## src/design/tetris_pkg.sv

```systemverilog
package tetris_pkg;

	localparam int BOARD_ROWS = 24;
	localparam int BOARD_COLS = 24;
	localparam int ROW_W      = 5;
	localparam int SCORE_W    = 16;

	// bit c is column c
	typedef logic [BOARD_COLS-1:0] row_bits_t;

	typedef enum logic [2:0] {
		SHAPE_SQUARE,
		SHAPE_HBAR,
		SHAPE_VBAR,
		SHAPE_TEE,
		SHAPE_ELL
	} shape_e;

	typedef struct packed {
		shape_e           shape;
		logic [ROW_W-1:0] row;
		logic [ROW_W-1:0] col;
	} piece_t;

	typedef struct packed {
		logic landed;
		logic blocked_left;
		logic blocked_right;
		logic off_board;
	} piece_flags_t;

	// what one board row receives each cycle
	typedef struct packed {
		row_bits_t set;
		logic      lock;
		logic      shift;
		logic      wipe;
	} row_ctl_t;

	typedef enum logic [1:0] {
		OP_NOP,
		OP_LOCK,
		OP_WIPE
	} opcode_e;

	typedef enum logic [1:0] {
		CLR_IDLE,
		CLR_SCAN,
		CLR_SHIFT
	} clr_state_e;

	localparam logic [7:0] REG_PIECE    = 8'h00;
	localparam logic [7:0] REG_CMD      = 8'h04;
	localparam logic [7:0] REG_STATUS   = 8'h08;
	localparam logic [7:0] REG_SCORE    = 8'h0C;
	localparam logic [7:0] REG_ROW_BASE = 8'h40; // row r at base + 4r

endpackage

```

## src/design/board_row.sv

```systemverilog
`timescale 1ns/1ps

module board_row import tetris_pkg::*; (
	input  logic      ADDR,
	input  logic      rst_n,
	input  row_ctl_t  ctl,
	input  row_bits_t above,
	output row_bits_t bits,
	output logic      full
);

	always_ff @(posedge ADDR) begin
		if (!rst_n) begin
			bits <= '0;
		end else if (ctl.wipe) begin
			bits <= '0;
		end else if (ctl.shift) begin
			bits <= above; // row above drops into this one
		end else if (ctl.lock) begin
			bits <= bits | ctl.set;
		end
	end

	assign full = &bits;

	// lock comes from the bus side, shift from the clear FSM
	a_lock_shift_excl: assert property (@(posedge ADDR) disable iff (!rst_n)
		!(ctl.lock && ctl.shift))
		else $error("lock and shift together on one row");

endmodule

```

## config.mk

```make
export PLATFORM = sky130hd
export DESIGN_NAME = board_row
export DESIGN_NICKNAME = d
export VERILOG_FILES = /design/src/design/tetris_pkg.sv /design/src/design/board_row.sv
export SDC_FILE = /design/constraint.sdc
export NUM_CORES = 1
export LEC_CHECK = 0
export BUFFER_PORTS_ARGS = -buffer_cell sky130_fd_sc_hd__buf_2
export CAP_MARGIN = 0
export CORE_ASPECT_RATIO = 1.75
export CORE_MARGIN = 8
export CORE_UTILIZATION = 42
export CTS_BUF_LIST = sky130_fd_sc_hd__clkbuf_16
export DETAILED_ROUTE_END_ITERATION = 6
export GPL_TIMING_DRIVEN = 0
export PLACE_DENSITY_LB_ADDON = 0.12
export SLEW_MARGIN = 5
export SYNTH_ARGS = -nofsm -noshare
export SYNTH_HDL_FRONTEND = slang
export SYNTH_SLANG_ARGS = --single-unit
export TNS_END_PERCENT = 100
```

## constraint.sdc

```tcl
create_clock -name ADDR -period 3.3 [get_ports ADDR]
set_input_delay 0 -clock ADDR [delete_from_list [all_inputs] [get_ports ADDR]]
set_output_delay 0 -clock ADDR [all_outputs]
set_load 0.02 [all_outputs]
```

==> results.yml <==
timing:
  min_period_over_period: 0.492
  relSlewSlack: 0.664
  slew_viol_final: 0
  rsz0062_at_grt: "false"
  worstMarginPinSlew_ns: 0.504
  skew_ns: 0
  finalHoldViolations: 0
  setup-tns-final_ns: 0
  whs_ns: 0.00570
  finalSetupViolCount: 0
  fmax_mhz: 616
  period_needed_ns: 1.62
cells_and_area:
  reg.largest.list: "bits (24)"
  top_register: "bits"
  largest_reg_flops: 24
  drive_gt1_frac: 0.423
  fillers: 244
  antennaDiodeCount: 0
  areaGrowthSynthToFinish_pct: 47.3
  finalNetCount: 249
yosys:
  synthArstFlopShare: 0
  synth_seq_cells: 24
  synth_area_mm2: 0.00103
  synth_top_cell_by_area: "dfxtp_1"
  synth_cell_types: 10
  ys_seq_area_frac: 0.465
  yosysTopAreaCellShare: 0.465
  synthTopCellsByCount: "24 x a211oi_1, 24 x dfxtp_1, 24 x nor2b_1, 24 x nor3_1, 8 x clkbuf_1"
  synth_edf_count: 0
  synthCells: 115
  syn_avg_cell_area_um2: 8.98
  synth_nets: 168
  synth-main-ff-cell: "dfxtp_1"
  synth.area.top_cells: "dfxtp_1 47%, a211oi_1 17%, nor2b_1 15%"
  synth_warnings: 0
cts:
  cts_made_buffers: 3
  cts_hold_repair.buffers: 0
  clock_path_buffers: 2
  cts.htree.levels: 1
  ctsResizeCount: 0
  clk_pin_slew_ns: 0.06
  cts_num_sinks: 24
  insertion_delay_ns: 0.25
  clock_tree.root_cell: "clkbuf_16"
  post_cts_buffers: 0
  cts_tree: "built"
placement:
  gp_congestion: 0.842
  port_buffers: 76
  dp_hpwl_um: 2870
die:
  io_pins: 78
  die_w_um: 53.5
  die_area_mm2: 0.00436
  placementRows: 24
  start_util: 0.430
  coreArea_mm2: 0.00240
  die_h_um: 81.6
global_route:
  grt_pass1_wl_um: 5390
  grt_overflow_total: 0
  antenna_found_initial: 0
  grt_usage: 0.158
  grt_max_degree: 13
  grt_pass1_vias: 1222
power:
  comb_power_share: 0.173
  switching_share: 0.242
  intPower_w: 0.000519
  p_seq_frac: 0.462
  p_sw_w: 0.000165
  p_leak_nw: 0.697
  peakVddDrop_v: 0.000285
  p_clk_frac: 0.366
  power.density_mw_per_mm2: 450
routing:
  vias: 1197
  drt_iter0_drc: 34
  ant_nets: 0
  via_per_inst: 5.44
  post_drt_wl_per_cell_um: 16.0
  drc: 0
  wirelength_um: 3510
  drtPass1Iterations: 4
worst_setup_path:
  start_kind: "register"
  endpoint_kind: "output pin"
  path_class: "register to output pin"
  cp_max_fo: 3
  critPathArrivalTime_ns: 1.62
  cp.required_ns: 3.30
status:
  run_status: "completed"
job:
  drv_cap: 0
min_path:
  min_path_type: "input pin to register"
-- routing by layer --
layer	routed length (um)	track usage
met2	1900	0.292
met1	1220	0.157
met4	56	0.0482
met3	343	0.0525
met5	0	0
-- layout by cell type, fill, tap and decap left out, drive strengths merged --
master,instances
nand2b,1
nor2b,24
nand4,6
a211oi,24
nor3,25
or4,1
dfxtp,24
clkbuf,11
buf,78
-- cell families (layout without fill, tap and decap cells) --
group	count (synthesis)	after routing	synth area share
DFF	24	24	0.465
buffers and inverters	10	89	0.0388
AOI/OAI and AO/OA	24	24	0.175
and+or+nand+nor	57	57	0.321
-- worst max-delay path, cell delays in order, from the launching register on --
cell and delay (ns):
dfxtp_1 0.35, nand4_1 0.11, or4_1 0.55, nor3_2 0.18, buf_2 0.18
-- final timing paths --
check | end | cells past startpoint | slack [ns] | startpoint
setup / recovery | full | 4 | 1.68 | bits[7]$_SDFFE_PP0P_
hold / removal | bits[12]$_SDFFE_PP0P_ | 3 | 0.006 | above[12]
setup reg to reg | bits[17]$_SDFFE_PP0P_ | 2 | 2.52 | bits[17]$_SDFFE_PP0P_
hold reg to reg | bits[21]$_SDFFE_PP0P_ | 2 | 0.59 | bits[21]$_SDFFE_PP0P_
-- per-stage QoR --
| step | instances | utilization | area, um^2 | total power [W] | setup slack (ns) |
|---|---|---|---|---|---|
| 2_1_floorplan | 115 | - | 1030 | 0.000383 | 1.86 |
| 3_3_place_gp | 217 | 0.602 | 1450 | 0.000438 | 1.94 |
| 3_5_place_dp | 217 | 0.602 | 1450 | 0.000441 | 1.93 |
| 4_1_cts | 220 | 0.633 | 1520 | 0.000689 | 1.66 |
| 5_1_grt | 220 | 0.633 | 1520 | 0.000713 | 1.58 |
| 6_report | 220 | 0.633 | 1520 | 0.000684 | 1.68 |
-- layout make-up --
cell class | instances | area (um^2) | share of cell area
buffer | 10 | 40.0 | 0.0263
clock buffer | 3 | 75.1 | 0.0494
tap | 26 | 32.5 | 0.0214
sequential | 24 | 480 | 0.316
multi-input combinational | 81 | 512 | 0.337
timing repair buffer | 76 | 380 | 0.250
-- power by group through the flow --
stage	clock (W)	sequential [W]	combinational (W)
after global routing	0.000265	0.000318	0.000129
after detailed placement	0	0.000322	0.000119
final	0.000250	0.000316	0.000118
after floorplan	0	0.000339	0.0000442
after global placement	0	0.000322	0.000116
after CTS	0.000253	0.000316	0.000119
No activity file was read; power rests on OpenSTA's default activity.
