$ cat src/design/tetris_pkg.sv
package tetris_pkg;

	localparam int BOARD_ROWS = 24;
	localparam int BOARD_COLS = 24;
	localparam int ROW_W      = 5;
	localparam int SCORE_W    = 16;

	// bit c is column c
	typedef logic [BOARD_COLS-1:0] row_bits_t;

	typedef enum logic [2:0] {
		SHAPE_SQUARE,
		SHAPE_HBAR,
		SHAPE_VBAR,
		SHAPE_TEE,
		SHAPE_ELL
	} shape_e;

	typedef struct packed {
		shape_e           shape;
		logic [ROW_W-1:0] row;
		logic [ROW_W-1:0] col;
	} piece_t;

	typedef struct packed {
		logic landed;
		logic blocked_left;
		logic blocked_right;
		logic off_board;
	} piece_flags_t;

	// what one board row receives each cycle
	typedef struct packed {
		row_bits_t set;
		logic      lock;
		logic      shift;
		logic      wipe;
	} row_ctl_t;

	typedef enum logic [1:0] {
		OP_NOP,
		OP_LOCK,
		OP_WIPE
	} opcode_e;

	typedef enum logic [1:0] {
		CLR_IDLE,
		CLR_SCAN,
		CLR_SHIFT
	} clr_state_e;

	localparam logic [7:0] REG_PIECE    = 8'h00;
	localparam logic [7:0] REG_CMD      = 8'h04;
	localparam logic [7:0] REG_STATUS   = 8'h08;
	localparam logic [7:0] REG_SCORE    = 8'h0C;
	localparam logic [7:0] REG_ROW_BASE = 8'h40; // row r at base + 4r

endpackage

$ cat src/design/line_clear_ctrl.sv
`timescale 1ns/1ps

module line_clear_ctrl import tetris_pkg::*; (
	input  logic                  ADDR,
	input  logic                  rst_n,
	input  logic                  start,
	input  logic                  wipe,
	input  logic [BOARD_ROWS-1:0] full,
	output logic [BOARD_ROWS-1:0] shift,
	output logic                  busy,
	output logic [SCORE_W-1:0]    score
);

	clr_state_e       state;
	logic [ROW_W-1:0] target;
	logic [ROW_W-1:0] lowest;

	// row 0 is the top, so the highest index wins
	always_comb begin
		lowest = '0;
		for (int r = 0; r < BOARD_ROWS; r++)
			if (full[r])
				lowest = ROW_W'(r);
	end

	always_ff @(posedge ADDR) begin
		if (!rst_n) begin
			state <= CLR_IDLE;
			score <= '0;
		end else begin
			case (state)
				CLR_IDLE:  if (start) state <= CLR_SCAN;
				CLR_SCAN:  state <= (|full) ? CLR_SHIFT : CLR_IDLE;
				CLR_SHIFT: state <= CLR_SCAN;
				default:   state <= CLR_IDLE;
			endcase

			if (wipe)
				score <= '0;
			else if (state == CLR_SHIFT)
				score <= score + 1'b1; // one point per removed row
		end
	end

	always_ff @(posedge ADDR) begin
		if (state == CLR_SCAN)
			target <= lowest;
	end

	// target row and everything above it move down one
	always_comb begin
		for (int r = 0; r < BOARD_ROWS; r++)
			shift[r] = (state == CLR_SHIFT) && (ROW_W'(r) <= target);
	end

	assign busy = (state != CLR_IDLE);

	a_score_src: assert property (@(posedge ADDR) disable iff (!rst_n)
		(score != $past(score)) |-> ($past(state) == CLR_SHIFT || $past(wipe)))
		else $error("score moved outside a row shift or wipe");

endmodule

$ cat config.mk
export PLATFORM = sky130hd
export DESIGN_NAME = line_clear_ctrl
export DESIGN_NICKNAME = d
export VERILOG_FILES = /design/src/design/tetris_pkg.sv /design/src/design/line_clear_ctrl.sv
export SDC_FILE = /design/constraint.sdc
export NUM_CORES = 1
export LEC_CHECK = 0
export BUFFER_PORTS_ARGS = -buffer_cell sky130_fd_sc_hd__buf_2
export CORE_UTILIZATION = 35
export CTS_CLUSTER_DIAMETER = 100
export DETAILED_ROUTE_END_ITERATION = 16
export GPL_TIMING_DRIVEN = 0
export PLACE_DENSITY = 0.73
export SLEW_MARGIN = 10
export SYNTH_ARGS = -nofsm -noshare
export SYNTH_HDL_FRONTEND = slang
export SYNTH_SLANG_ARGS = --single-unit
$ cat constraint.sdc
create_clock -name ADDR -period 1.69 [get_ports ADDR]
set_clock_uncertainty 0.15 [all_clocks]
set_input_delay 0.169 -clock ADDR [delete_from_list [all_inputs] [get_ports ADDR]]
set_output_delay 0.169 -clock ADDR [all_outputs]
set_load 0.01 [all_outputs]
==> results by group <==
GRT
  – Maximum number of pins on one net before global-route repair: 14
  – Initial antenna violation count: 0
  – Tot GR Track Use: 15.1%
  – Global-route met2 utilization: 23.7%
  – Met3 usage: 2.23%
  – Vias in the first global route: 1294
  – Most Crowded Layer GR: met2
  – First-pass GRT wire length: 5370 um
  – GR Overflow Total: 0
  – Met1 Use GR: 21.2%

Clocking
  – Root Buffer: clkbuf_8
  – Clk sinks: 23
  – Worst-Skew Late Latency: 0.26 ns
  – Worst-path clk slew: 0.07 ns
  – CTS buffer count: 3
  – CTS HTree Levels: 1
  – Clock Tree Buf Depth: 2
  – CTS tree: built

Floorplan
  – IO Pins: 69
  – Area of the core: 0.00400 sq mm
  – Die Area: 0.00445 sq mm
  – Die width: 66.7 um
  – Die Ht: 66.7 um
  – Num rows: 23
  – Starting Density: 36.6%

Pwr
  – Clk network pwr share: 29.8%
  – P_sw: 0.287 mW
  – Reg power frac: 52.0%
  – Power per Cell Area: 523 mW/mm^2
  – Logic pwr share: 18.2%
  – Leak pwr: 0.985 nW
  – Int Pwr: 0.824 mW
  – VDD IR max: 0.000245 V
  – Sw Share: 25.8%

Layout
  – Layout cells sized above 1: 44.4%
  – Design area: 0.00212 sq mm
  – Area of the multi-input gates: 973 sq um
  – Layout area overhead: 44.8%
  – Diodes inserted: 0
  – Most frequent cells in the layout: 69 x buf_2, 33 x nor2_1, 15 x inv_1
  – Fillers: 389
  – Commonest non-fill, non-tap cell in the layout: buf_2
  – Register Area: 520 sq um
  – Nets: 300

Setup path
  – Worst-path maximum fanout: 4
  – Crit Path Category: flip-flop to output port
  – WP data required: 1.37 ns
  – Critical path arrival: 1.35 ns
  – CP Launch Type: flip-flop
  – Crit path capture type: output port

Synth
  – Xor and xnor area share after synthesis: 7.17%
  – Cell variety after synth: 41
  – Main combinational cell family by area after synthesis: simple AND/OR/NAND/NOR gates
  – Post-synth EDFFs: 5
  – Synth top area share: 24.6%
  – Synth top area cells: dfxtp_1 25%, edfxtp_1 10%, nor2_1 10%, a21oi_1 6.1%, xnor2_1 4.2%
  – Post-synthesis compound-gate area fraction: 16.7%
  – Synth area leader: dfxtp_1
  – Post-synthesis sequential area ratio: 34.8%
  – Ys Warns: 0
  – Cells after Synth: 191
  – Post-synthesis cell area: 0.00147 sq mm
  – Syn Nets: 220
  – Mean instance size in the synthesized netlist: 7.67 sq um
  – Simple-gate share of the synthesized area: 33.5%
  – Top FF cell, synth: dfxtp_1
  – Post-synthesis adder-cell area fraction: 0.854%
  – Post-synth ARST share: 0%
  – Seq cells post-synth: 23
  – Mux share of post-synthesis cell area: 0.769%

Routing
  – Routed WL: 3560 um
  – Vias: 1614
  – Vias per cell: 5.04
  – First-pass DRT Iterations: 7
  – DRT iter0 DRCs: 66
  – Wire length per cell: 11.1 um
  – DR DRC count: 0
  – Post-route ant nets: 0

Place
  – Post-DP Area: 0.00187 sq mm
  – RD Place Congestion: 0.751
  – DP HPWL: 2670 um
  – Port Buffer Count: 68

Flow run
  – Max Cap Viol: 0

Timing
  – Slew margin rel.: 70.3%
  – Slew Limit Fails: 0
  – # setup viols final: 0
  – Worst hold slack: 0.00936 ns
  – RSZ-0062 raised after global routing: yes
  – Max Fclk: 0.600 GHz
  – Minimum clock period: 1.67 ns
  – Final hold viol count: 0
  – Worst Max-Slew Pin Slew: 0.445 ns
  – Final Cycle Share: 98.6%

Hold path
  – Worst min path class: input pin to flip-flop

Status
  – Outcome: finished clean
-- worst max-delay path, cell delays in order (launching register included) --
cell and delay [ns]:
edfxtp_1 0.46, buf_4 0.18, o31ai_4 0.24, a21oi_2 0.08, buf_2 0.14
-- worst paths after layout --
path | from | endpoint | slack (ns) | cells after the start
worst max-delay path | target[0]$_SDFFCE_PP1N_ | shift[9] | 0.02 | 4
worst min-delay path | rst_n | state[1]$_SDFFE_PN0P_ | 0.009 | 2
worst min register to register | state[0]$_SDFFE_PN0P_ | state[0]$_SDFFE_PN0P_ | 0.39 | 2
worst max register to register | score[0]$_SDFFE_PP0P_ | score[14]$_SDFFE_PP0P_ | 0.12 | 5
-- power by group through the flow --
| stage | clock [mW] | sequential, mW | combinational [mW] |
|---|---|---|---|
| finish | 0.331 | 0.578 | 0.202 |
| CTS | 0.350 | 0.582 | 0.172 |
| floorplan | 0 | 0.588 | 0.0890 |
| global placement | 0 | 0.590 | 0.167 |
| detailed placement | 0 | 0.590 | 0.169 |
| global route | 0.361 | 0.579 | 0.225 |
-- kinds of logic after synthesis --
| group | count (synthesis) |
|---|---|
| compound gates | 38 |
| xor+xnor | 12 |
| fa+ha+maj | 1 |
| buf+inv | 24 |
| flops | 23 |
| mux | 1 |
| simple gates | 92 |
-- area by class of cell --
type	count	area share (%)
repair buffers	77	19.1
clock buffers	3	1.95
flip-flops and latches	23	24.5
multi-input cells	144	45.9
well taps	50	2.95
plain buffers	6	2.30
clock inverters	1	0.236
inverters	16	3.07
-- sequential cells by signal (all words and copies together) (netlist names) --
name / flops
score: 16
state: 2
target: 5
-- through the flow --
stage	total power, mW	instances	setup WS [ns]	TNS, ns	utilization, %
2_1_floorplan	0.677	191	0.117	0	-
3_3_place_gp	0.757	309	0.0145	0	46.7
3_5_place_dp	0.759	309	-0.00629	-0.00677	46.7
4_1_cts	1.10	311	-0.00813	-0.0270	48.9
5_1_grt	1.16	320	-0.0395	-0.143	53.0
6_report	1.11	320	0.0243	0	53.0
-- cells in the mapped netlist (2+ instances only) --
library cell and n:
nand4_1 4, o21ai_0 4, or3_1 3, a21oi_1 18, nor4_1 4, nor2b_1 2, nor2_1 40, inv_1 16
nor3_1 8, edfxtp_1 5, nand2b_1 5, xor2_1 5, nand4_4 2, o31ai_1 2, xnor2_1 7, a211oi_1 3
a221oi_1 3, and3_1 2, nand3_1 6, nand2_1 9, dfxtp_1 18, clkbuf_1 6
-- routing by layer --
layer	part of all wire (%)	up-vias
met2	46	49
met1	49	730
met3	4.5	4
li1	-	831
met4	0.96	0
met5	0	-
-- repair_timing --
action                                 in CTS  in global routing
gates resized for setup                    17                 33
buffers inserted                            0                  9
endpoints found under the hold margin       0                  0
setup endpoints to repair                  24                 26
pin swaps                                   2                  5
hold buffers                                0                  0
No activity file was read; power rests on OpenSTA's default activity.
