--- src/design/tetris_pkg.sv ---
package tetris_pkg;

	localparam int BOARD_ROWS = 24;
	localparam int BOARD_COLS = 24;
	localparam int ROW_W      = 5;
	localparam int SCORE_W    = 16;

	// bit c is column c
	typedef logic [BOARD_COLS-1:0] row_bits_t;

	typedef enum logic [2:0] {
		SHAPE_SQUARE,
		SHAPE_HBAR,
		SHAPE_VBAR,
		SHAPE_TEE,
		SHAPE_ELL
	} shape_e;

	typedef struct packed {
		shape_e           shape;
		logic [ROW_W-1:0] row;
		logic [ROW_W-1:0] col;
	} piece_t;

	typedef struct packed {
		logic landed;
		logic blocked_left;
		logic blocked_right;
		logic off_board;
	} piece_flags_t;

	// what one board row receives each cycle
	typedef struct packed {
		row_bits_t set;
		logic      lock;
		logic      shift;
		logic      wipe;
	} row_ctl_t;

	typedef enum logic [1:0] {
		OP_NOP,
		OP_LOCK,
		OP_WIPE
	} opcode_e;

	typedef enum logic [1:0] {
		CLR_IDLE,
		CLR_SCAN,
		CLR_SHIFT
	} clr_state_e;

	localparam logic [7:0] REG_PIECE    = 8'h00;
	localparam logic [7:0] REG_CMD      = 8'h04;
	localparam logic [7:0] REG_STATUS   = 8'h08;
	localparam logic [7:0] REG_SCORE    = 8'h0C;
	localparam logic [7:0] REG_ROW_BASE = 8'h40; // row r at base + 4r

endpackage

--- src/design/apb_game_regs.sv ---
`timescale 1ns/1ps

module apb_game_regs import tetris_pkg::*; (
	input  logic               ADDR,
	input  logic               rst_n,
	input  logic               psel,
	input  logic               penable,
	input  logic               pwrite,
	input  logic [7:0]         paddr,
	input  logic [31:0]        pwdata,
	output logic [31:0]        prdata,
	output logic               pready,
	output logic               pslverr,
	input  piece_flags_t       flags,
	input  logic               busy,
	input  logic [SCORE_W-1:0] score,
	input  row_bits_t          board [BOARD_ROWS],
	output piece_t             piece,
	output logic               lock,
	output logic               wipe,
	output logic               clear_start
);

	logic             access;
	logic             cmd_wr;
	logic             lock_ok;
	logic             lock_pend;
	logic             wipe_pend;
	opcode_e          op;
	logic [7:0]       row_off;
	logic [ROW_W-1:0] row_idx;

	assign access  = psel & penable;
	assign op      = opcode_e'(pwdata[1:0]);
	assign lock_ok = flags.landed & ~flags.off_board;
	// first access cycle of a command write
	assign cmd_wr  = access & pwrite & (paddr == REG_CMD) & ~lock_pend & ~wipe_pend;

	assign lock        = cmd_wr & (op == OP_LOCK) & lock_ok;
	assign wipe        = cmd_wr & (op == OP_WIPE);
	assign clear_start = lock;
	assign pslverr     = cmd_wr & (op == OP_LOCK) & ~lock_ok;

	// lock waits out the clear FSM, wipe takes one wait state
	assign pready = access & (lock_pend ? ~busy : (wipe_pend | ~(lock | wipe)));

	always_ff @(posedge ADDR) begin
		if (!rst_n) begin
			piece     <= '0;
			lock_pend <= 1'b0;
			wipe_pend <= 1'b0;
		end else begin
			if (access && pwrite && paddr == REG_PIECE) begin
				piece.shape <= shape_e'(pwdata[2:0]);
				piece.row   <= pwdata[12:8];
				piece.col   <= pwdata[20:16];
			end
			if (lock)
				lock_pend <= 1'b1;
			else if (lock_pend && pready)
				lock_pend <= 1'b0;
			wipe_pend <= wipe;
		end
	end

	assign row_off = paddr - REG_ROW_BASE;
	assign row_idx = row_off[6:2];

	always_comb begin
		prdata = '0;
		case (paddr)
			REG_PIECE:  prdata = {11'd0, piece.col, 3'd0, piece.row, 5'd0, piece.shape};
			REG_STATUS: prdata = {27'd0, busy, flags};
			REG_SCORE:  prdata = {{(32-SCORE_W){1'b0}}, score};
			default: begin
				if (paddr >= REG_ROW_BASE && row_off < 8'(BOARD_ROWS * 4))
					prdata = {8'd0, board[row_idx]};
			end
		endcase
	end

	a_lock_starts: assert property (@(posedge ADDR) disable iff (!rst_n)
		lock |=> busy)
		else $error("clear FSM did not start after an accepted lock");

endmodule

--- config.mk ---
export PLATFORM = sky130hd
export DESIGN_NAME = apb_game_regs
export DESIGN_NICKNAME = d
export VERILOG_FILES = /design/src/design/tetris_pkg.sv /design/src/design/apb_game_regs.sv
export SDC_FILE = /design/constraint.sdc
export NUM_CORES = 1
export LEC_CHECK = 0
export ABC_AREA = 1
export BUFFER_PORTS_ARGS = -buffer_cell sky130_fd_sc_hd__buf_2
export CAP_MARGIN = 20
export CORE_AREA = 3 3 266 268
export CTS_BUF_LIST = sky130_fd_sc_hd__clkbuf_4 sky130_fd_sc_hd__clkbuf_8
export DETAILED_ROUTE_END_ITERATION = 8
export DIE_AREA = 0 0 269 271
export RECOVER_POWER = 25
export SLEW_MARGIN = 20
export SYNTH_ARGS = -nofsm -noshare
export SYNTH_HDL_FRONTEND = slang
export SYNTH_SLANG_ARGS = --single-unit
--- constraint.sdc ---
create_clock -name ADDR -period 3.1 [get_ports ADDR]
set_clock_uncertainty 0.2 [all_clocks]
set_input_delay 0.465 -clock ADDR [delete_from_list [all_inputs] [get_ports ADDR]]
set_output_delay 0.465 -clock ADDR [all_outputs]
set_load 0.02 [all_outputs]
==> flow_summary.yaml <==
floorplanning:
  initial_core_util_pct: 9.50
  die_w_um: 269
  ios: 692
  core_um2: 68600
  die_area_um2: 72900
  rows: 96
  die_y_um: 271
hold_path:
  hold_class: "in -> reg"
  hold_start: "pwdata[11]"
  min_path_cells: 3
grt:
  antenna_found_initial: 20
  grt_pass1_wl_um: 76700
  gr-usage-all-layers_pct: 14.7
  grt_start_max_net_pins: 50
  grt_pass1_vias: 11214
  overflow: 0
critical_path:
  crit_family: "buffers and inverters"
  r2r-start: "lock_pend"
  critPathArrivalTime_ps: 2340
  timing.critical_path.from_type: "primary input"
  reg2regPathDepth: 3
  endpoint_kind: "output pin"
  cp_num_cells: 14
  cpPeakStageDelay_ps: 220
  cp_data_required_time_ps: 2430
  crit_start: "paddr[2]"
  path_class: "in -> out"
  crit_top_cell: "nand2_1"
  crit_buf_inv: 6
  cp_slowest_cell: "buf_4"
  cp_max_fo: 24
  crit_chain: "buf_4, inv_4, nor2_4, buf_12, buf_4, nand2_1, nand2_1, inv_1, nand3_1, nand2_1, a21oi_1, nand3_1, nand2_1, buf_2"
clock_tree:
  cts_max_level: 1
  cts_buffers: 3
  post_cts_buffers: 0
  cts_tree: "yes"
  clk_latency_ps: 250
  clockBufferDepth: 2
  cts-root-buf: "clkbuf_8"
  clock-sinks: 15
  path_clk_slew_ps: 80
timing:
  min_period_over_period_pct: 96.8
  final_max_slew_viol_count: 0
  rsz0062_at_grt: "false"
  finalSetupViolCount: 0
  timing_hold_violations_final: 0
  fin_crit_ps: 3000
  fmax_mhz: 333
  tns_ps: 0
  fin_ws_ps: 97.8
  holdWs_ps: 225
pwr:
  swShare_pct: 51.0
  pwr-share-comb_pct: 80.7
  vdd_drop_max_v: 0.000141
  clkPwrFrac_pct: 9.1
  finalPower_mw: 1.90
  p_int_mw: 0.929
  powerDensity_nw_per_um2: 163
  power.switching_mw: 0.968
  p_seq_share_pct: 10.2
  cellLeakagePower_nw: 6.62
logic_synthesis:
  synth-main-ff-cell: "dfxtp_1"
  ys_ff_latch: 15
  synth_area_leaders: "nand2_1, nand3_1, nand4_1"
  synthTopCellsByCount: "nand2_1, nand3_1, nand4_1, nor2_1, inv_1"
  ys_warn_count: 0
  yosys.area.top_type_share_pct: 50.1
  seq_area_frac_synth_pct: 4.61
  syn-mean-instance-area_um2: 4.41
  synth_most_common_cell: "nand2_1"
  async_reset_ff_share_pct: 0
  netlist_area_um2: 6510
  synth_top_area_cell: "nand2_1"
  ys_types: 28
  synth_edf_count: 0
  synth_cells: 1477
placement:
  portBuffers: 664
  placed_cells: 3059
  dp_hpwl_um: 50000
  place.gp.congestion: 0.919
  pre_cts_slack_ps: -8.25
final_layout:
  syn2layout_area_growth_pct: 78.3
  fin_cells: 3072
  nets: 2777
  drive_gt1_share_pct: 36.1
  fillers: 8093
route:
  dr.pass1.iters: 5
  drtIter0Drc: 806
  post_drt_wl_per_cell_um: 19.0
  drc: 0
  vias: 12057
  routed_wl_um: 58400
  final_antenna_net_count: 0
  detail_route.vias_per_cell: 3.92
job:
  cap_violations: 0
outcome:
  outcome: "complete, no violations"
## layout by cell type (no fill, tap or decap), drive strengths merged, types with 6 or more instances in the layout
cell type,instances
nand2,871
clkbuf,16
buf,745
diode,9
a21oi,67
nand4,80
a22o,6
a22oi,6
conb,8
o21ai,15
nand3,135
inv,73
dfxtp,15
nor2,84
## per-layer routing
layer	track usage [%]	part of all wire (%)	vias to the layer above
met2	25.3	47	636
met5	0	0.20	-
met4	4.24	2.8	16
li1	-	-	5981
met1	18.4	42	5340
met3	2.72	8.1	84
## timing repair
| action | 4_1_cts | 5_1_grt |
|---|---|---|
| pin swaps | 0 | 0 |
| hold buffers | 0 | 0 |
| gates resized for setup | 1 | 4 |
| endpoints found under the setup margin | 1 | 2 |
## worst register-to-register path: stages, from the launching register on
cell and delay (ps):
dfxtp_1 330, nor4_2 350, nand4_1 200, a21oi_1 170
## power groups by stage
stage | combinational, mW | clock, mW | sequential, mW
2_1_floorplan | 0.650 | 0 | 0.197
4_1_cts | 1.55 | 0.176 | 0.193
3_5_place_dp | 1.55 | 0 | 0.197
5_1_grt | 1.69 | 0.182 | 0.193
3_3_place_gp | 1.54 | 0 | 0.197
6_report | 1.53 | 0.173 | 0.193
## layout make-up
type	count	area (um^2)	share of cell area, %
multi-input combinational	1281	5430	46.8
timing repair buffer	758	4360	37.6
tap	931	1160	10.0
sequential	15	300	2.59
inverter	74	282	2.42
clock buffer	3	41.3	0.356
antenna	9	22.5	0.194
clock inverter	1	7.51	0.0646
## logic make-up after synthesis
kind of cell	synth area share, %
other cells	0.0576
fa+ha+maj	0.384
flops	4.61
buf+inv	12.9
compound gates	8.14
simple gates	74.0
## registers in the layout (all words and copies together), names as in the netlist
signal and count:
lock_pend 1, piece 13, wipe_pend 1
## final timing paths
kind | end | slack, ps
worst max register to register | lock_pend | 1780
worst min register to register | lock_pend | 340
worst max-delay path | prdata[15] | 100
worst min-delay path | piece[8] | 230
## stage by stage
step | cell area, um^2 | utilization (%)
finish | 11600 | 16.9
global route | 11600 | 16.9
CTS | 11600 | 16.9
detailed placement | 11500 | 16.8
global placement | 11500 | 16.8
floorplan | 6540 | -
Note: power is estimated with default switching activity, not from simulation.
